File: config.mk
export PLATFORM = sky130hd
export DESIGN_NAME = mipsControl
export DESIGN_NICKNAME = d
export VERILOG_FILES = /design/src/logic/ctrlPkg.sv /design/src/logic/isaPkg.sv /design/src/logic/decodeIf.sv /design/src/logic/mipsControl.sv /design/src/logic/controlEncoder.sv /design/src/logic/stateSequencer.sv /design/src/logic/instrDecoder.sv
export SDC_FILE = /design/constraint.sdc
export NUM_CORES = 1
export LEC_CHECK = 0
export BUFFER_PORTS_ARGS = -buffer_cell sky130_fd_sc_hd__buf_2
export CORE_ASPECT_RATIO = 1.1
export CORE_UTILIZATION = 45
export DETAILED_ROUTE_END_ITERATION = 10
export PLACE_DENSITY = 0.72
export REMOVE_ABC_BUFFERS = 1
export SKIP_CTS_REPAIR_TIMING = 1
export SYNTH_ARGS = -nofsm -noshare
export SYNTH_HDL_FRONTEND = slang
export SYNTH_SLANG_ARGS = --single-unit
File: constraint.sdc
create_clock -name clk -period 9.35 [get_ports clk]
set_clock_uncertainty 0.05 [all_clocks]
set_input_delay 1.87 -clock clk [delete_from_list [all_inputs] [get_ports clk]]
set_output_delay 1.87 -clock clk [all_outputs]
set_load 0.02 [all_outputs]
File: src/logic/ctrlPkg.sv
package ctrlPkg;

    typedef enum logic [3:0] {
        Initial,
        Fetch,
        Decode,
        MemAddr,
        MemLoad,
        MemStore,
        Execute,
        AluWriteback,
        Branch,
        Jump,
        LoadWriteback
    } stateT;

    typedef enum logic [2:0] {
        ClassAlu,
        ClassLoad,
        ClassStore,
        ClassBranch,
        ClassJump,
        ClassIllegal
    } instrClassT;

    typedef enum logic [4:0] {
        Add, Sub, And, Or, Xor, Nor, Slt, Sltu, Sll, Srl, Sra,
        Lui, AndI, OrI, XorI, Bltz, Bgez, Bgtz, Blez, Bne
    } aluOpT;

    typedef enum logic [1:0] {
        SrcARegA,
        SrcAPc,
        SrcAShamt
    } srcASelT;

    typedef enum logic [1:0] {
        SrcBRegB,
        SrcBFour,
        SrcBSignImm,
        SrcBBranchOff // Sign-extended offset shifted by 2
    } srcBSelT;

    typedef enum logic [1:0] {
        DstRt,
        DstRd,
        DstLink
    } regDstT;

    typedef enum logic [1:0] {
        WbMemData,
        WbAluOut,
        WbPcPlus4
    } memToRegT;

    typedef enum logic [1:0] {
        PcAluResult,
        PcBranchTarget,
        PcJumpTarget,
        PcRegister
    } pcSrcT;

    typedef enum logic [2:0] {
        RdNone, RdWord, RdHalf, RdHalfU, RdByte, RdByteU
    } memRWidthT;

    typedef enum logic [1:0] {
        WrNone, WrWord, WrHalf, WrByte
    } memWWidthT;

endpackage

File: src/logic/isaPkg.sv
package isaPkg;

    typedef logic [31:0] instrT;
    typedef logic [5:0]  opcodeT;
    typedef logic [5:0]  functT;
    typedef logic [4:0]  regIdxT;

    // Primary opcodes
    localparam opcodeT OpRtype  = 6'h00;
    localparam opcodeT OpRegimm = 6'h01; // bltz and bgez, chosen by rt
    localparam opcodeT OpJ      = 6'h02;
    localparam opcodeT OpJal    = 6'h03;
    localparam opcodeT OpBeq    = 6'h04;
    localparam opcodeT OpBne    = 6'h05;
    localparam opcodeT OpBlez   = 6'h06;
    localparam opcodeT OpBgtz   = 6'h07;
    localparam opcodeT OpAddi   = 6'h08;
    localparam opcodeT OpAddiu  = 6'h09;
    localparam opcodeT OpSlti   = 6'h0a;
    localparam opcodeT OpSltiu  = 6'h0b;
    localparam opcodeT OpAndi   = 6'h0c;
    localparam opcodeT OpOri    = 6'h0d;
    localparam opcodeT OpXori   = 6'h0e;
    localparam opcodeT OpLui    = 6'h0f;
    localparam opcodeT OpLb     = 6'h20;
    localparam opcodeT OpLh     = 6'h21;
    localparam opcodeT OpLw     = 6'h23;
    localparam opcodeT OpLbu    = 6'h24;
    localparam opcodeT OpLhu    = 6'h25;
    localparam opcodeT OpSb     = 6'h28;
    localparam opcodeT OpSh     = 6'h29;
    localparam opcodeT OpSw     = 6'h2b;

    // Register-type function codes
    localparam functT FunctSll  = 6'h00;
    localparam functT FunctSrl  = 6'h02;
    localparam functT FunctSra  = 6'h03;
    localparam functT FunctSllv = 6'h04;
    localparam functT FunctSrlv = 6'h06;
    localparam functT FunctSrav = 6'h07;
    localparam functT FunctJr   = 6'h08;
    localparam functT FunctJalr = 6'h09;
    localparam functT FunctAdd  = 6'h20;
    localparam functT FunctAddu = 6'h21;
    localparam functT FunctSub  = 6'h22;
    localparam functT FunctSubu = 6'h23;
    localparam functT FunctAnd  = 6'h24;
    localparam functT FunctOr   = 6'h25;
    localparam functT FunctXor  = 6'h26;
    localparam functT FunctNor  = 6'h27;
    localparam functT FunctSlt  = 6'h2a;
    localparam functT FunctSltu = 6'h2b;

    localparam regIdxT RtBltz  = 5'd0;
    localparam regIdxT RtBgez  = 5'd1;
    localparam regIdxT LinkReg = 5'd31; // Return address register

endpackage
File: src/logic/decodeIf.sv
`timescale 1ns/10ps

interface decodeIf;
    import ctrlPkg::*;

    instrClassT instrClass;
    aluOpT      execAluOp;
    srcASelT    execSrcA;
    srcBSelT    execSrcB;
    aluOpT      branchAluOp;
    regDstT     wbDst; // rd for register type, rt otherwise
    memRWidthT  memRWidth;
    memWWidthT  memWWidth;
    pcSrcT      jumpPcSrc;
    logic       link; // jal or jalr

    modport producer (output instrClass, execAluOp, execSrcA, execSrcB, branchAluOp,
                      wbDst, memRWidth, memWWidth, jumpPcSrc, link);
    modport sequencer (input instrClass);
    modport encoder (input execAluOp, execSrcA, execSrcB, branchAluOp,
                     wbDst, memRWidth, memWWidth, jumpPcSrc, link);
endinterface

File: src/logic/mipsControl.sv
`timescale 1ns/10ps

module mipsControl (
    input  logic               clk,
    input  logic               rstN,
    input  isaPkg::instrT      instr,
    output ctrlPkg::stateT     state,
    output logic               pcWrite,
    output logic               pcWriteCond,
    output logic               irWrite,
    output logic               memRead,
    output logic               memWrite,
    output logic               regWrite,
    output logic               mdrWrite,
    output logic               iOrD,
    output ctrlPkg::aluOpT     aluOp,
    output ctrlPkg::srcASelT   srcA,
    output ctrlPkg::srcBSelT   srcB,
    output ctrlPkg::regDstT    regDst,
    output ctrlPkg::memToRegT  memToReg,
    output ctrlPkg::pcSrcT     pcSrc,
    output ctrlPkg::memRWidthT memRWidth,
    output ctrlPkg::memWWidthT memWWidth
);
    import ctrlPkg::*;

    stateT nextState;

    decodeIf decBus ();

    instrDecoder decoder_i (
        .clk       (clk),
        .rstN      (rstN),
        .instr     (instr),
        .nextState (nextState),
        .dec       (decBus.producer)
    );

    stateSequencer sequencer_i (
        .clk       (clk),
        .rstN      (rstN),
        .dec       (decBus.sequencer),
        .state     (state),
        .nextState (nextState)
    );

    controlEncoder encoder_i (
        .clk         (clk),
        .rstN        (rstN),
        .nextState   (nextState),
        .dec         (decBus.encoder),
        .pcWrite     (pcWrite),
        .pcWriteCond (pcWriteCond),
        .irWrite     (irWrite),
        .memRead     (memRead),
        .memWrite    (memWrite),
        .regWrite    (regWrite),
        .mdrWrite    (mdrWrite),
        .iOrD        (iOrD),
        .aluOp       (aluOp),
        .srcA        (srcA),
        .srcB        (srcB),
        .regDst      (regDst),
        .memToReg    (memToReg),
        .pcSrc       (pcSrc),
        .memRWidth   (memRWidth),
        .memWWidth   (memWWidth)
    );

endmodule

File: src/logic/controlEncoder.sv
`timescale 1ns/10ps

module controlEncoder (
    input  logic               clk,
    input  logic               rstN,
    input  ctrlPkg::stateT     nextState,
    decodeIf.encoder           dec,
    output logic               pcWrite,
    output logic               pcWriteCond,
    output logic               irWrite,
    output logic               memRead,
    output logic               memWrite,
    output logic               regWrite,
    output logic               mdrWrite,
    output logic               iOrD,
    output ctrlPkg::aluOpT     aluOp,
    output ctrlPkg::srcASelT   srcA,
    output ctrlPkg::srcBSelT   srcB,
    output ctrlPkg::regDstT    regDst,
    output ctrlPkg::memToRegT  memToReg,
    output ctrlPkg::pcSrcT     pcSrc,
    output ctrlPkg::memRWidthT memRWidth,
    output ctrlPkg::memWWidthT memWWidth
);
    import ctrlPkg::*;

    // Word for the state being entered, so it lines up with the state register
    always_ff @(posedge clk)
    begin
        pcWrite     <= 1'b0; // Inactive unless the entered state drives it
        pcWriteCond <= 1'b0;
        irWrite     <= 1'b0;
        memRead     <= 1'b0;
        memWrite    <= 1'b0;
        regWrite    <= 1'b0;
        mdrWrite    <= 1'b0;
        iOrD        <= 1'b0;
        aluOp       <= Add;
        srcA        <= SrcARegA;
        srcB        <= SrcBRegB;
        regDst      <= DstRt;
        memToReg    <= WbMemData;
        pcSrc       <= PcAluResult;
        memRWidth   <= RdNone;
        memWWidth   <= WrNone;
        if (rstN)
        begin
            case (nextState)
                Fetch:
                begin
                    pcWrite <= 1'b1;
                    irWrite <= 1'b1;
                    srcA    <= SrcAPc;
                    srcB    <= SrcBFour; // PC + 4
                end
                Decode:
                begin
                    srcA <= SrcAPc;
                    srcB <= SrcBBranchOff; // Branch target ahead of time
                end
                MemAddr: srcB <= SrcBSignImm;
                MemLoad:
                begin
                    iOrD      <= 1'b1;
                    memRead   <= 1'b1;
                    mdrWrite  <= 1'b1;
                    memRWidth <= dec.memRWidth;
                end
                MemStore:
                begin
                    iOrD      <= 1'b1;
                    memWrite  <= 1'b1;
                    memWWidth <= dec.memWWidth;
                end
                Execute:
                begin
                    aluOp <= dec.execAluOp;
                    srcA  <= dec.execSrcA;
                    srcB  <= dec.execSrcB;
                end
                AluWriteback:
                begin
                    regWrite <= 1'b1;
                    memToReg <= WbAluOut;
                    regDst   <= dec.wbDst;
                end
                Branch:
                begin
                    pcWriteCond <= 1'b1;
                    aluOp       <= dec.branchAluOp;
                    pcSrc       <= PcBranchTarget;
                end
                Jump:
                begin
                    pcWrite <= 1'b1;
                    pcSrc   <= dec.jumpPcSrc;
                    if (dec.link)
                    begin
                        regWrite <= 1'b1; // PC + 4 into the link register
                        regDst   <= DstLink;
                        memToReg <= WbPcPlus4;
                    end
                end
                LoadWriteback: regWrite <= 1'b1;
                default: ;
            endcase
        end
    end

    noReadWithWrite: assert property (@(posedge clk) disable iff (!rstN)
        !(memRead && memWrite));

    noDoublePcWrite: assert property (@(posedge clk) disable iff (!rstN)
        !(pcWrite && pcWriteCond));

endmodule

File: src/logic/stateSequencer.sv
`timescale 1ns/10ps

module stateSequencer (
    input  logic           clk,
    input  logic           rstN,
    decodeIf.sequencer     dec,
    output ctrlPkg::stateT state,
    output ctrlPkg::stateT nextState
);
    import ctrlPkg::*;

    always_ff @(posedge clk)
    begin
        if (!rstN)
            state <= Initial;
        else
            state <= nextState;
    end

    always_comb
    begin
        nextState = Initial;
        case (state)
            Initial: nextState = Fetch;
            Fetch:   nextState = Decode;
            Decode:
            begin
                case (dec.instrClass)
                    ClassAlu:               nextState = Execute;
                    ClassLoad, ClassStore:  nextState = MemAddr;
                    ClassBranch:            nextState = Branch;
                    ClassJump:              nextState = Jump;
                    default:                nextState = Initial; // Unknown encoding
                endcase
            end
            MemAddr:
            begin
                if (dec.instrClass == ClassLoad)
                    nextState = MemLoad;
                else if (dec.instrClass == ClassStore)
                    nextState = MemStore;
                else
                    nextState = Initial;
            end
            MemLoad:       nextState = LoadWriteback;
            Execute:       nextState = AluWriteback;
            MemStore, AluWriteback, Branch, Jump, LoadWriteback:
                nextState = Fetch;
            default:       nextState = Initial;
        endcase
    end

    initialToFetch: assert property (@(posedge clk) disable iff (!rstN)
        state == Initial |=> state == Fetch);

    fetchToDecode: assert property (@(posedge clk) disable iff (!rstN)
        state == Fetch |=> state == Decode);

endmodule

File: src/logic/instrDecoder.sv
`timescale 1ns/10ps

module instrDecoder (
    input  logic           clk,
    input  logic           rstN,
    input  isaPkg::instrT  instr,
    input  ctrlPkg::stateT nextState,
    decodeIf.producer      dec
);
    import isaPkg::*;
    import ctrlPkg::*;

    instrT  instrReg;
    opcodeT opcode;
    functT  funct;
    regIdxT rt;
    logic   keptInstr;

    // Stands in for the datapath instruction register
    always_ff @(posedge clk)
    begin
        if (nextState == Fetch)
            instrReg <= instr;
    end

    assign opcode = instrReg[31:26];
    assign rt     = instrReg[20:16];
    assign funct  = instrReg[5:0];

    always_comb
    begin
        dec.instrClass  = ClassIllegal;
        dec.execAluOp   = Add;
        dec.execSrcA    = SrcARegA;
        dec.execSrcB    = SrcBSignImm;
        dec.branchAluOp = Sub;
        dec.wbDst       = DstRt;
        dec.memRWidth   = RdNone;
        dec.memWWidth   = WrNone;
        dec.jumpPcSrc   = PcJumpTarget;
        dec.link        = 1'b0;
        case (opcode)
            OpRtype:
            begin
                dec.instrClass = ClassAlu;
                dec.execSrcB   = SrcBRegB;
                dec.wbDst      = DstRd;
                case (funct)
                    FunctAdd, FunctAddu: dec.execAluOp = Add;
                    FunctSub, FunctSubu: dec.execAluOp = Sub;
                    FunctAnd:            dec.execAluOp = And;
                    FunctOr:             dec.execAluOp = Or;
                    FunctXor:            dec.execAluOp = Xor;
                    FunctNor:            dec.execAluOp = Nor;
                    FunctSlt:            dec.execAluOp = Slt;
                    FunctSltu:           dec.execAluOp = Sltu;
                    FunctSllv:           dec.execAluOp = Sll;
                    FunctSrlv:           dec.execAluOp = Srl;
                    FunctSrav:           dec.execAluOp = Sra;
                    FunctSll:
                    begin
                        dec.execAluOp = Sll;
                        dec.execSrcA  = SrcAShamt;
                    end
                    FunctSrl:
                    begin
                        dec.execAluOp = Srl;
                        dec.execSrcA  = SrcAShamt;
                    end
                    FunctSra:
                    begin
                        dec.execAluOp = Sra;
                        dec.execSrcA  = SrcAShamt;
                    end
                    FunctJr, FunctJalr:
                    begin
                        dec.instrClass = ClassJump;
                        dec.jumpPcSrc  = PcRegister;
                        dec.link       = (funct == FunctJalr);
                    end
                    default: dec.instrClass = ClassIllegal;
                endcase
            end
            OpAddi, OpAddiu, OpSlti, OpSltiu, OpAndi, OpOri, OpXori, OpLui:
            begin
                dec.instrClass = ClassAlu;
                case (opcode)
                    OpSlti:  dec.execAluOp = Slt;
                    OpSltiu: dec.execAluOp = Sltu;
                    OpAndi:  dec.execAluOp = AndI;
                    OpOri:   dec.execAluOp = OrI;
                    OpXori:  dec.execAluOp = XorI;
                    OpLui:   dec.execAluOp = Lui;
                    default: dec.execAluOp = Add; // addi, addiu
                endcase
            end
            OpLw:  {dec.instrClass, dec.memRWidth} = {ClassLoad, RdWord};
            OpLh:  {dec.instrClass, dec.memRWidth} = {ClassLoad, RdHalf};
            OpLhu: {dec.instrClass, dec.memRWidth} = {ClassLoad, RdHalfU};
            OpLb:  {dec.instrClass, dec.memRWidth} = {ClassLoad, RdByte};
            OpLbu: {dec.instrClass, dec.memRWidth} = {ClassLoad, RdByteU};
            OpSw:  {dec.instrClass, dec.memWWidth} = {ClassStore, WrWord};
            OpSh:  {dec.instrClass, dec.memWWidth} = {ClassStore, WrHalf};
            OpSb:  {dec.instrClass, dec.memWWidth} = {ClassStore, WrByte};
            OpBeq:  {dec.instrClass, dec.branchAluOp} = {ClassBranch, Sub};
            OpBne:  {dec.instrClass, dec.branchAluOp} = {ClassBranch, Bne};
            OpBlez: {dec.instrClass, dec.branchAluOp} = {ClassBranch, Blez};
            OpBgtz: {dec.instrClass, dec.branchAluOp} = {ClassBranch, Bgtz};
            OpRegimm:
            begin
                if (rt == RtBltz)
                    {dec.instrClass, dec.branchAluOp} = {ClassBranch, Bltz};
                else if (rt == RtBgez)
                    {dec.instrClass, dec.branchAluOp} = {ClassBranch, Bgez};
            end
            OpJ, OpJal:
            begin
                dec.instrClass = ClassJump;
                dec.link       = (opcode == OpJal);
            end
            default: dec.instrClass = ClassIllegal;
        endcase
    end

    // Independent list of everything the unit supports
    assign keptInstr = (opcode inside {OpJ, OpJal, OpBeq, OpBne, OpBlez, OpBgtz,
                                       OpAddi, OpAddiu, OpSlti, OpSltiu, OpAndi, OpOri,
                                       OpXori, OpLui, OpLb, OpLh, OpLw, OpLbu, OpLhu,
                                       OpSb, OpSh, OpSw})
                     || (opcode == OpRegimm && rt inside {RtBltz, RtBgez})
                     || (opcode == OpRtype && funct inside {FunctSll, FunctSrl, FunctSra,
                            FunctSllv, FunctSrlv, FunctSrav, FunctJr, FunctJalr,
                            FunctAdd, FunctAddu, FunctSub, FunctSubu, FunctAnd, FunctOr,
                            FunctXor, FunctNor, FunctSlt, FunctSltu});

    keptNotIllegal: assert property (@(posedge clk) disable iff (!rstN)
        (nextState == Decode && keptInstr) |-> dec.instrClass != ClassIllegal);

endmodule

### Yosys cells after proc, flatten, opt, wreduce, memory -nomap -nowiden

Cells that the tools add are included.
W data, S select, Z words.

| cells by class | value |
|---|---|
| muxes and demuxes | 39 |
| eq/ne operators | 65 |
| reduce and logical (&&, ||, !) cells | 25 |

Operator list:

| kind | number |
|---|---|
| $eq A6 B6 Y1 const B | 18 |
| $eq A6 B4 Y1 const B | 10 |
| $pmux W4 S6 | 2 |
| $eq A6 B3 Y1 const B | 7 |
| $pmux W4 S10 | 1 |
| $eq A4 B3 Y1 const B | 8 |
| $eq A4 B4 Y1 const B | 6 |
| $eq A6 B2 Y1 const B | 4 |
| $reduce_or A2 Y1 | 11 |
| $pmux W3 S7 | 1 |
| $pmux W5 S2 | 2 |
| $pmux W5 S4 | 1 |
| $eq A4 B2 Y1 const B | 4 |
| $pmux W2 S2 | 4 |
| $pmux W4 S4 | 1 |
| $reduce_or A16 Y1 | 1 |
| $pmux W3 S5 | 1 |
| $logic_not A6 Y1 | 2 |
| $mux W1 | 10 |
| $mux W2 | 5 |
| $mux W5 | 2 |
| $mux W3 | 3 |
| $eq A4 B1 Y1 const B | 2 |
| $pmux W2 S4 | 1 |
| other kinds (18) | 22 |

| storage, ports and cells | value |
|---|---|
| output and inout port bits | 32 |
| bits of input ports | 34 |
| logic and storage cells | 146 |
| register bits | 63 |

### Logic depth before layout (Yosys ltp)

Gate-level depths: netlist of the first run.

| depth | value |
|---|---|
| depth after elaboration | 11 |
| depth in mapped cells | 9 |
| mapped depth without buffers | 8 |

### Cells and area by module

Synthesis of the first run repeated with hierarchy kept, for this count alone.

| unflattened totals | value |
|---|---|
| cells, all modules | 231 |
| area total of the unflattened synthesis | 2,326.0 sq um |

Modules (own cells, without submodules):

| module | area each (sq um) | cells an instance | sequential area each (sq um) | times used |
|---|---|---|---|---|
| instrDecoder | 1,101.1 | 110 | 510.5 | 1 |
| controlEncoder | 897.1 | 78 | 540.5 | 1 |
| stateSequencer | 327.8 | 43 | 80.1 | 1 |

### Worst setup path after synthesis of the first run

Ideal clock, no wire load.

| timing | value |
|---|---|
| path type | flip-flop to flip-flop |
| start point | register decoder_i.instrReg[28] |
| end point | register decoder_i.instrReg[0] (enable) |
| slack | 6,192 ps |
| arrival time | 2,717 ps |
| cell stages (with the launch flop) | 8 |
| buffers on the path | 0 |
| setup time | 390 ps |
| clock period less this slack | 3,158 ps |
| required time | 8,910 ps |
| cell sequence | edfxtp_1 > nand2b_4 > a311o_1 > a311oi_1 > and3_1 > a221oi_2 > or2_2 > nor2_1 |

| on the way | value |
|---|---|
| word-level cells in the longest chain between the ends | 8 |
| elaborated cells on any way between the ends | 41 |
| those cells by class | 28 x eq/ne; 5 x mux; 8 x reduce/logical |

RTL lines:

| what | RTL line | text |
|---|---|---|
| from (decl) | instrDecoder.sv:13 | `instrT instrReg;` |
| from (signal assigned) | instrDecoder.sv:23 | `instrReg <= instr;` |
| $eq A6 B4 Y1, or another cell as far along | - |  |
| $reduce_or A8 Y1, or another cell as far along | instrDecoder.sv:42 | `case (opcode)` |
| $pmux W3 S7 * | instrDecoder.sv:42 |  |
| $eq A3 B2 Y1 / $eq A3 B1 Y1 (equally long branches) | stateSequencer.sv:28, stateSequencer.sv:40, stateSequencer.sv:38 |  |
| $reduce_or A2 Y1 / $mux W3 (equally long branches) | stateSequencer.sv:28, stateSequencer.sv:40 |  |
| $pmux W4 S4 / $mux W4 (equally long branches) | stateSequencer.sv:28, stateSequencer.sv:38 |  |
| $pmux W4 S6 * | stateSequencer.sv:23 | `case (state)` |
| $eq A4 B1 Y1 * | instrDecoder.sv:22 | `if (nextState == Fetch)` |

Mark *: on every way between the ends. The rest lies on a longest branch, timed or not.
A chain may end at the register's enable or synchronous reset.

### Final worst setup path of the first run

| timing | value |
|---|---|
| start point | register decoder_i.instrReg[28] |
| end point | register decoder_i.instrReg[2] (enable) |

The elaborated chain is that of the path after synthesis.

==> results of run 1 <==
-- metal layers --
| metal | global-route usage (%) | vias up | wire [µm] |
|---|---|---|---|
| met2 | 27.0 | 56 | 2020 |
| met4 | 8.27 | 0 | 51 |
| met3 | 3.99 | 7 | 198 |
| li1 | - | 876 | - |
| met5 | 0 | - | 0 |
| met1 | 23.2 | 812 | 1920 |
-- area by class of cell --
cell class                 instances  area (µm²)
timing repair buffer              51         258
fill                             397        1900
clock buffer                       8         133
multi-input combinational        144         931
sequential                        46        1090
tap                               54        67.6
inverter                           9        33.8
-- stage by stage --
| step | setup slack (ps) | hold slack [ps] | std cells | util [%] | power, mW |
|---|---|---|---|---|---|
| finish | 5900 | 524 | 312 | 57.0 | 0.838 |
| global route | 5740 | 558 | 312 | 57.0 | 0.898 |
| CTS | 5900 | 524 | 312 | 57.0 | 0.842 |
| detailed placement | 5940 | 513 | 304 | 54.0 | 0.684 |
| global placement | 5920 | 515 | 304 | 54.0 | 0.678 |
| floorplan | 5990 | 453 | 199 | - | 0.589 |
-- cells by family (layout without fill, tap and decap cells) --
kind of cell	count (synthesis)	after routing
buffers and inverters	22	68
and+or+nand+nor	88	88
muxes	1	1
DFF	46	46
AOI/OAI and AO/OA	55	55
-- registers in the layout, summed over array words and instances, names as in the netlist --
signal	count
decoder_i.instrReg	17
encoder_i.aluOp	5
sequencer_i.state	4
encoder_i.memRWidth	3
encoder_i.memWWidth	2
encoder_i.pcSrc	2
encoder_i.regDst	2
encoder_i.srcB	2
encoder_i.iOrD	1
encoder_i.irWrite	1
encoder_i.memRead	1
encoder_i.memToReg	1
encoder_i.memWrite	1
encoder_i.pcWrite	1
encoder_i.pcWriteCond	1
encoder_i.regWrite	1
encoder_i.srcA	1
-- power by group --
group	leakage (nW)	switching, mW	total, mW	internal, mW
Sequential	0.400	0.0879	0.369	0.281
Combinational	0.586	0.187	0.312	0.125
Clock	0.0678	0.0643	0.157	0.0924
Total	1.05	0.339	0.838	0.499
-- worst max-delay path, cell delays in order, from the launching register on --
cell	delay [ps]
edfxtp_1	630
nand2b_4	260
a311o_1	410
a311oi_1	370
a21oi_1	200
a221oi_2	750
or2_2	270
nor2_1	50
buf_4	200
-- placed cells by master (no fill, tap or decap), types with 2 or more instances in the layout --
cell / netlist / layout
nand2_1: 16 / 16
a31oi_1: 2 / 2
nand3b_1: 3 / 3
and3_1: 3 / 3
nor2b_1: 3 / 3
a22oi_1: 2 / 2
or4_1: 4 / 4
o21a_1: 4 / 4
a21oi_1: 11 / 11
a311o_1: 2 / 2
nand2b_1: 11 / 11
o211ai_1: 2 / 2
or2_2: 2 / 2
dfxtp_1: 29 / 29
nor3b_1: 2 / 2
clkbuf_16: 0 / 2
a2111oi_0: 2 / 2
nand3_1: 7 / 7
a211o_1: 2 / 2
o2bb2ai_1: 2 / 2
a311oi_1: 3 / 3
inv_1: 9 / 9
nor4_1: 3 / 3
o22ai_1: 3 / 3
clkbuf_8: 0 / 6
nor2_1: 19 / 19
nor4b_1: 2 / 2
buf_2: 3 / 50
o21ai_0: 5 / 5
nor3_1: 3 / 3
edfxtp_1: 17 / 17
nor4b_2: 2 / 2
-- worst paths after layout --
path | start | to | slack [ps] | cells after the start
worst min register to register | decoder_i.instrReg[2]$_DFFE_PP_ | encoder_i.srcA[1]$_SDFF_PN0_ | 520 | 1
worst max register to register | decoder_i.instrReg[28]$_DFFE_PP_ | decoder_i.instrReg[2]$_DFFE_PP_ | 5900 | 8
worst min-delay path | decoder_i.instrReg[2]$_DFFE_PP_ | encoder_i.srcA[1]$_SDFF_PN0_ | 520 | 1
worst max-delay path | decoder_i.instrReg[28]$_DFFE_PP_ | decoder_i.instrReg[2]$_DFFE_PP_ | 5900 | 8
==> impl_metrics.json, run 1 <==
{
  "cts_buffers": 5,
  "ys_warn_count": 0,
  "start_util_pct": 48.3,
  "rows": 25,
  "place_congestion": 0.845,
  "clock_latency_ps": 300,
  "hp-class": "reg -> reg",
  "startpoint_type": "flop",
  "synth_edf_count": 17,
  "cp.arrival_ps": 3440,
  "ys_types": 57,
  "syn_area_um2": 2130,
  "setup_viol": 0,
  "grt_setup_unrepaired": "no",
  "syn_to_final_growth_pct": 18.0,
  "cp_max_fo": 17,
  "stdcell_area_um2": 2510,
  "htreeDepth": 2,
  "power_leakage_nw": 1.05,
  "viasPerCell": 5.61,
  "fin_crit_sh_pct": 36.9,
  "drive_gt1_share_pct": 27.9,
  "p_per_area_nw_per_um2": 333,
  "synth_ff_type": "dfxtp_1",
  "cts.sinks": 46,
  "numPortBuffers": 50,
  "synthTopCellsByCount": "dfxtp_1 (29), nor2_1 (19), edfxtp_1 (17)",
  "synth_area_leaders": "dfxtp_1 (27%), edfxtp_1 (24%), nor2_1 (3.3%), nand2b_1 (3.2%), nand2_1 (2.8%)",
  "synth_top_area_share_pct": 27.2,
  "die_w_um": 67.6,
  "seq_area_frac_synth_pct": 51.2,
  "synth.most_common_cell": "dfxtp_1",
  "first_iter_violations": 113,
  "grt_max_degree": 18,
  "synth_top_cell_by_area": "dfxtp_1",
  "hold_viol": 0,
  "period_minus_slack_ps": 3450,
  "ys_ff_latch": 46,
  "worst_slew_pin_slew_ps": 836,
  "muxShareOfSynthArea_pct": 0.470,
  "synthCells": 212,
  "placed_cell_area_um2": 2380,
  "synth_simple_gate_area_share_pct": 24.0,
  "route.antenna.remaining_nets": 0,
  "core_area_um2": 4410,
  "die_area_um2": 5010,
  "drv_slew": 0,
  "antenna_found_initial": 0,
  "synthAdderAreaFrac_pct": 0,
  "grt_usage_pct": 17.5,
  "wl_um": 4190,
  "ys_async_sr_fraction_pct": 0,
  "grt_pass1_vias": 1435,
  "drc": 0,
  "end_kind": "flop",
  "synth-xor-area-share_pct": 0,
  "synth_top_family_by_area": "simple AND/OR/NAND/NOR gates",
  "cts_buffer_depth": 2,
  "drtPass1Iterations": 5,
  "tns_ps": 0,
  "outcome": "complete, no violations",
  "vias": 1751,
  "crit_required_ps": 9340,
  "post-dp-hpwl_um": 3070,
  "peakVddDrop_uv": 206,
  "cts_root_buf": "clkbuf_8",
  "io_pins": 66,
  "max_freq_ghz": 0.290,
  "clk_pin_slew_ps": 80,
  "num-nets-final": 291,
  "grt_first_pass_wirelength_um": 6540,
  "cts_tree": "built",
  "diodes": 0,
  "crit_type": "reg -> reg",
  "maxSlewHeadroom_pct": 44.3,
  "routedWlPerCell_um": 13.4,
  "synth_compound_area_share_pct": 19.2,
  "overflow": 0,
  "drv_cap": 0,
  "die_y_um": 74.2,
  "syn_avg_cell_area_um2": 10.1
}
Note: power is estimated with default switching activity, not from simulation.
==> run 2: changes to the inputs <==
--- a/config.mk
+++ b/config.mk
@@ -5,11 +5,12 @@
 export SDC_FILE = /design/constraint.sdc
 export NUM_CORES = 1
 export LEC_CHECK = 0
+export ABC_AREA = 1
 export BUFFER_PORTS_ARGS = -buffer_cell sky130_fd_sc_hd__buf_2
 export CORE_ASPECT_RATIO = 1.1
 export CORE_UTILIZATION = 45
 export DETAILED_ROUTE_END_ITERATION = 10
-export PLACE_DENSITY = 0.72
+export PLACE_DENSITY = 0.74
 export REMOVE_ABC_BUFFERS = 1
 export SKIP_CTS_REPAIR_TIMING = 1
 export SYNTH_ARGS = -nofsm -noshare
==> constraint.sdc (replaced) <==
create_clock -name clk -period 2.95 [get_ports clk]
set_clock_uncertainty 0.05 [all_clocks]
set_input_delay 0.59 -clock clk [delete_from_list [all_inputs] [get_ports clk]]
set_output_delay 0.59 -clock clk [all_outputs]
set_load 0.02 [all_outputs]
==> impl_metrics.json, run 2 <==
{
  "cp_num_buf_inv": 4,
  "max_freq_ghz": 0.394,
  "synth.most_common_cell": "nand2_1",
  "ys_types": 35,
  "multi_input_area_um2": 848,
  "final_cell_mix": "buf_2 (50), nand2_1 (41), nor2_1 (31), inv_1 (31), dfxtp_1 (29)",
  "syn_area_um2": 2120,
  "antenna_found_initial": 0,
  "num-nets-final": 336,
  "cp_max_fo": 17,
  "crit_type": "reg -> reg",
  "numPortBuffers": 50,
  "drtPass1Iterations": 5,
  "grt_max_degree": 18,
  "grt_pass1_vias": 1621,
  "routedWlPerCell_um": 10.9,
  "wl_um": 3900,
  "grt_setup_unrepaired": "no",
  "max_flop_register": "decoder_i.instrReg",
  "viasPerCell": 4.90,
  "clk_pin_slew_ps": 80,
  "period_minus_slack_ps": 2540,
  "hold_depth": 1,
  "p_switching_mw": 1.16,
  "startpoint_type": "flop",
  "largest_reg_flops": 17,
  "rows": 25,
  "max_stage_delay_ps": 520,
  "drv_slew": 0,
  "place_congestion": 0.868,
  "hp-class": "in -> reg",
  "crit_cells": 14,
  "post-dp-hpwl_um": 3130,
  "htreeDepth": 2,
  "core_area_um2": 4410,
  "outcome": "complete, no violations",
  "cp.arrival_ps": 2480,
  "hold_viol": 0,
  "synth_top_cell_by_area": "dfxtp_1",
  "drc": 0,
  "overflow": 0,
  "n_fill_cell": 409,
  "synth_area_leaders": "dfxtp_1 (27%), edfxtp_1 (24%), nand2_1 (7.2%), inv_1 (5.5%), nor2_1 (5.5%)",
  "die_area_um2": 5000,
  "clock_latency_ps": 290,
  "peakVddDrop_uv": 435,
  "first_iter_violations": 82,
  "ys_ff_latch": 46,
  "reg2reg_slack_ps": 410,
  "largest_registers": "decoder_i.instrReg x17, encoder_i.aluOp x5, sequencer_i.state x4",
  "die_y_um": 74.0,
  "fin_crit_sh_pct": 86.0,
  "seq_area_frac_synth_pct": 51.4,
  "power_leakage_nw": 1.22,
  "path_cells": "nor2_2, nand3_2, nor2_2, nand2_1, nand3_1, inv_2, nand2_1, nand3_1, nand2_2, inv_2, nor2_8, nand2_4, inv_1, buf_4",
  "syn_to_final_growth_pct": 18.0,
  "cts_tree": "built",
  "worst_path_dominant_cell_family": "simple AND/OR/NAND/NOR gates",
  "setup_viol": 0,
  "ys_async_sr_fraction_pct": 0,
  "drv_cap": 0,
  "grt_usage_pct": 18.1,
  "crit_required_ps": 2890,
  "sw_frac_of_total_pct": 44.5,
  "syn_avg_cell_area_um2": 8.53,
  "final_common_cell": "buf_2",
  "ys_warn_count": 0,
  "drive_gt1_share_pct": 30.7,
  "p_per_area_nw_per_um2": 1040,
  "worst_path_max_delay_cell": "edfxtp_1",
  "synth_edf_count": 17,
  "power.total_mw": 2.62,
  "synth_ff_type": "dfxtp_1",
  "maxSlewHeadroom_pct": 69.7,
  "p_comb_share_pct": 45.2,
  "start_util_pct": 48.1,
  "end_kind": "flop",
  "route.antenna.remaining_nets": 0,
  "p_clk_share_pct": 14.4,
  "vias": 1748,
  "grt_first_pass_wirelength_um": 6730,
  "cts_root_buf": "clkbuf_8",
  "synthTopCellsByCount": "nand2_1 (41), inv_1 (31), nor2_1 (31)",
  "cts.sinks": 46,
  "synthCells": 249,
  "p_int_mw": 1.45,
  "worst_r2r_path_depth": 14,
  "synth_top_area_share_pct": 27.3,
  "p_seq_share_pct": 40.5,
  "tns_ps": 0,
  "io_pins": 66,
  "die_w_um": 67.5,
  "diodes": 0,
  "cts_buffer_depth": 2,
  "cts_buffers": 5,
  "worst_slew_pin_slew_ps": 454,
  "ff_latch_area_um2": 1090
}
## run 2: cell count changes after synthesis, sizes merged, moves of 6 or more
| cell | previous run | this run |
|---|---|---|
| o21ai | 5 | 11 |
| nor2 | 20 | 41 |
| nand2 | 16 | 48 |
| nand3 | 7 | 26 |
| inv | 9 | 39 |
| nand2b | 12 | 0 |
## run 2: per-layer routing
layer	global-route usage (%)	part of all wire [%]	routed length, µm
met3	5.52	6.3	245
met4	8.98	2.2	87
met1	21.2	45	1740
met2	29.9	47	1820
met5	0	0	0
## run 2: logic make-up after synthesis
family	Yosys count	share of synthesized area (%)
buffers and inverters	45	8.66
AO/OA/AOI/OAI	30	8.84
AND/OR/NAND/NOR	128	31.1
flip-flops	46	51.4
## run 2: path summary, 6_finish.rpt
path	from	endpoint
hold reg to reg	decoder_i.instrReg[2]$_DFFE_PP_	encoder_i.srcA[1]$_SDFF_PN0_
setup / recovery	decoder_i.instrReg[27]$_DFFE_PP_	decoder_i.instrReg[0]$_DFFE_PP_
setup reg to reg	decoder_i.instrReg[27]$_DFFE_PP_	decoder_i.instrReg[0]$_DFFE_PP_
hold / removal	instr[18]	decoder_i.instrReg[18]$_DFFE_PP_
## run 2: metrics by stage
stage / instance area, µm² / util, % / cells / hold slack (ps) / setup slack (ps)
after global routing: 2510 / 56.8 / 357 / 404 / 162
final: 2510 / 56.8 / 357 / 415 / 412
after floorplan: 2090 / - / 244 / 392 / 551
after detailed placement: 2410 / 54.8 / 349 / 436 / 405
after global placement: 2410 / 54.8 / 349 / 441 / 424
after CTS: 2510 / 56.8 / 357 / 408 / 390
## run 2: area by class of cell
cell class | instances | area share [%]
sequential | 46 | 43.5
timing repair buffer | 51 | 10.3
inverter | 40 | 5.99
tap | 54 | 2.70
clock inverter | 1 | 0.200
multi-input combinational | 158 | 33.8
clock buffer | 7 | 3.44
## run 2: power by group through the flow
stage | registers, mW | logic (mW) | clock network, mW
floorplan | 1.11 | 0.859 | 0
global placement | 1.06 | 1.16 | 0
global route | 1.09 | 1.33 | 0.419
CTS | 1.06 | 1.19 | 0.389
finish | 1.06 | 1.18 | 0.376
detailed placement | 1.07 | 1.18 | 0
==> run 3: changes to the inputs <==
==> constraint.sdc (replaced) <==
create_clock -name clk -period 2.95 [get_ports clk]
set_clock_uncertainty 0.05 [all_clocks]
set_input_delay 0.7375 -clock clk [delete_from_list [all_inputs] [get_ports clk]]
set_output_delay 0.7375 -clock clk [all_outputs]
set_load 0.02 [all_outputs]
==> impl_metrics.json, run 3 (synthesis results as in run 2) <==
{
  "outcome": "complete, no violations",
  "max_stage_delay_ps": 520,
  "start_util_pct": 48.1,
  "fin_crit_sh_pct": 85.9,
  "startpoint_type": "flop",
  "drv_cap": 0,
  "tns_ps": 0,
  "route.antenna.remaining_nets": 0,
  "crit_required_ps": 2900,
  "timing.rr.start": "decoder_i.instrReg[27]$_DFFE_PP_",
  "p_int_mw": 1.45,
  "path_cells": "nor2_2, nand3_2, nor2_2, nand2_1, nand3_1, inv_2, nand2_1, nand3_1, nand2_2, inv_2, nor2_8, nand2_4, inv_1, buf_4",
  "hold_viol": 0,
  "antenna_found_initial": 0,
  "num-nets-final": 336,
  "vias": 1752,
  "drtPass1Iterations": 4,
  "clk_pin_slew_ps": 70,
  "top_layer": "met4",
  "drv_slew": 0,
  "die_area_um2": 5000,
  "post-dp-hpwl_um": 3180,
  "drc": 0,
  "rows": 25,
  "die_w_um": 67.5,
  "first_iter_violations": 118,
  "cts_tree": "built",
  "grt_first_pass_wirelength_um": 6800,
  "routedWlPerCell_um": 11.3,
  "die_y_um": 74.0,
  "io_pins": 66,
  "syn_to_final_growth_pct": 18.0,
  "diodes": 0,
  "worst_slew_pin_slew_ps": 459,
  "met1Wirelength_um": 1790,
  "core_area_um2": 4410,
  "largest_registers": "decoder_i.instrReg x17, encoder_i.aluOp x5, sequencer_i.state x4",
  "n_fill_cell": 417,
  "sw_frac_of_total_pct": 44.9,
  "max_flop_register": "decoder_i.instrReg",
  "hp-class": "reg -> reg",
  "cp.arrival_ps": 2480,
  "place_congestion": 0.869,
  "p_comb_share_pct": 45.2,
  "htreeDepth": 2,
  "reg2reg_slack_ps": 420,
  "cp_max_fo": 17,
  "overflow": 0,
  "viasPerCell": 4.91,
  "wl_um": 4050,
  "peakVddDrop_uv": 458,
  "grt_max_degree": 18,
  "cp_num_buf_inv": 4,
  "hold_start": "decoder_i.instrReg[2]$_DFFE_PP_",
  "power.total_mw": 2.63,
  "p_seq_share_pct": 40.3,
  "cts_root_buf": "clkbuf_8",
  "cts_buffers": 5,
  "end_kind": "flop",
  "maxSlewHeadroom_pct": 69.4,
  "final_cell_mix": "buf_2 (50), nand2_1 (41), nor2_1 (31), inv_1 (31), dfxtp_1 (29)",
  "cts_buffer_depth": 2,
  "setup_viol": 0,
  "worst_path_dominant_cell_family": "simple AND/OR/NAND/NOR gates",
  "power_leakage_nw": 1.22,
  "drive_gt1_share_pct": 30.7,
  "final_common_cell": "buf_2",
  "max_freq_ghz": 0.395,
  "crit_type": "reg -> reg",
  "grt_usage_pct": 18.5,
  "p_clk_share_pct": 14.5,
  "period_minus_slack_ps": 2530,
  "grt_pass1_vias": 1649,
  "p_switching_mw": 1.18,
  "cp-startpoint": "decoder_i.instrReg[27]$_DFFE_PP_",
  "routed-wl-met3_um": 251,
  "cts.sinks": 46,
  "p_per_area_nw_per_um2": 1050,
  "worst_path_max_delay_cell": "edfxtp_1",
  "met2_length_um": 1900,
  "clock_latency_ps": 300,
  "grt_setup_unrepaired": "no",
  "hold_slack_ps": 446,
  "numPortBuffers": 50,
  "largest_reg_flops": 17
}
==> run 3: cell counts in the layout (fill, tap and decap cells not counted) <==
Identical to the previous run, type by type.
==> run 3: path summary, 6_finish.rpt <==
kind                                                   endpoint  cells after the start
worst max-delay path            decoder_i.instrReg[0]$_DFFE_PP_                     14
worst min-delay path               encoder_i.srcA[1]$_SDFF_PN0_                      1
worst max register to register  decoder_i.instrReg[0]$_DFFE_PP_                     14
worst min register to register     encoder_i.srcA[1]$_SDFF_PN0_                      1
==> run 3: power groups by stage <==
stage          logic [mW]  clock network, mW  registers (mW)
3_5_place_dp         1.19                  0            1.08
2_1_floorplan       0.859                  0            1.11
6_report             1.19              0.382            1.06
3_3_place_gp         1.16                  0            1.06
4_1_cts              1.19              0.392            1.06
5_1_grt              1.34              0.420            1.08
==> run 3: routing by layer <==
layer  GRT usage [%]  up-vias
met5               0        -
met4            11.6        0
met3            3.83        7
met2            30.8       69
met1            21.3      758
li1                -      918
==> run 3: through the flow <==
stage	std cells	area (µm²)	util (%)	worst slack, ps
floorplan	244	2090	-	551
global placement	349	2410	54.8	425
detailed placement	349	2410	54.8	395
CTS	357	2510	56.8	391
global route	357	2510	56.8	205
finish	357	2510	56.8	416
==> run 3: cell type report <==
type                       instances  area [µm²]  share of cell area [%]
sequential                        46        1090                    43.5
multi-input combinational        158         848                    33.8
timing repair buffer              51         258                    10.3
inverter                          40         150                    5.99
clock buffer                       7        86.3                    3.44
tap                               54        67.6                    2.70
clock inverter                     1        5.00                   0.200
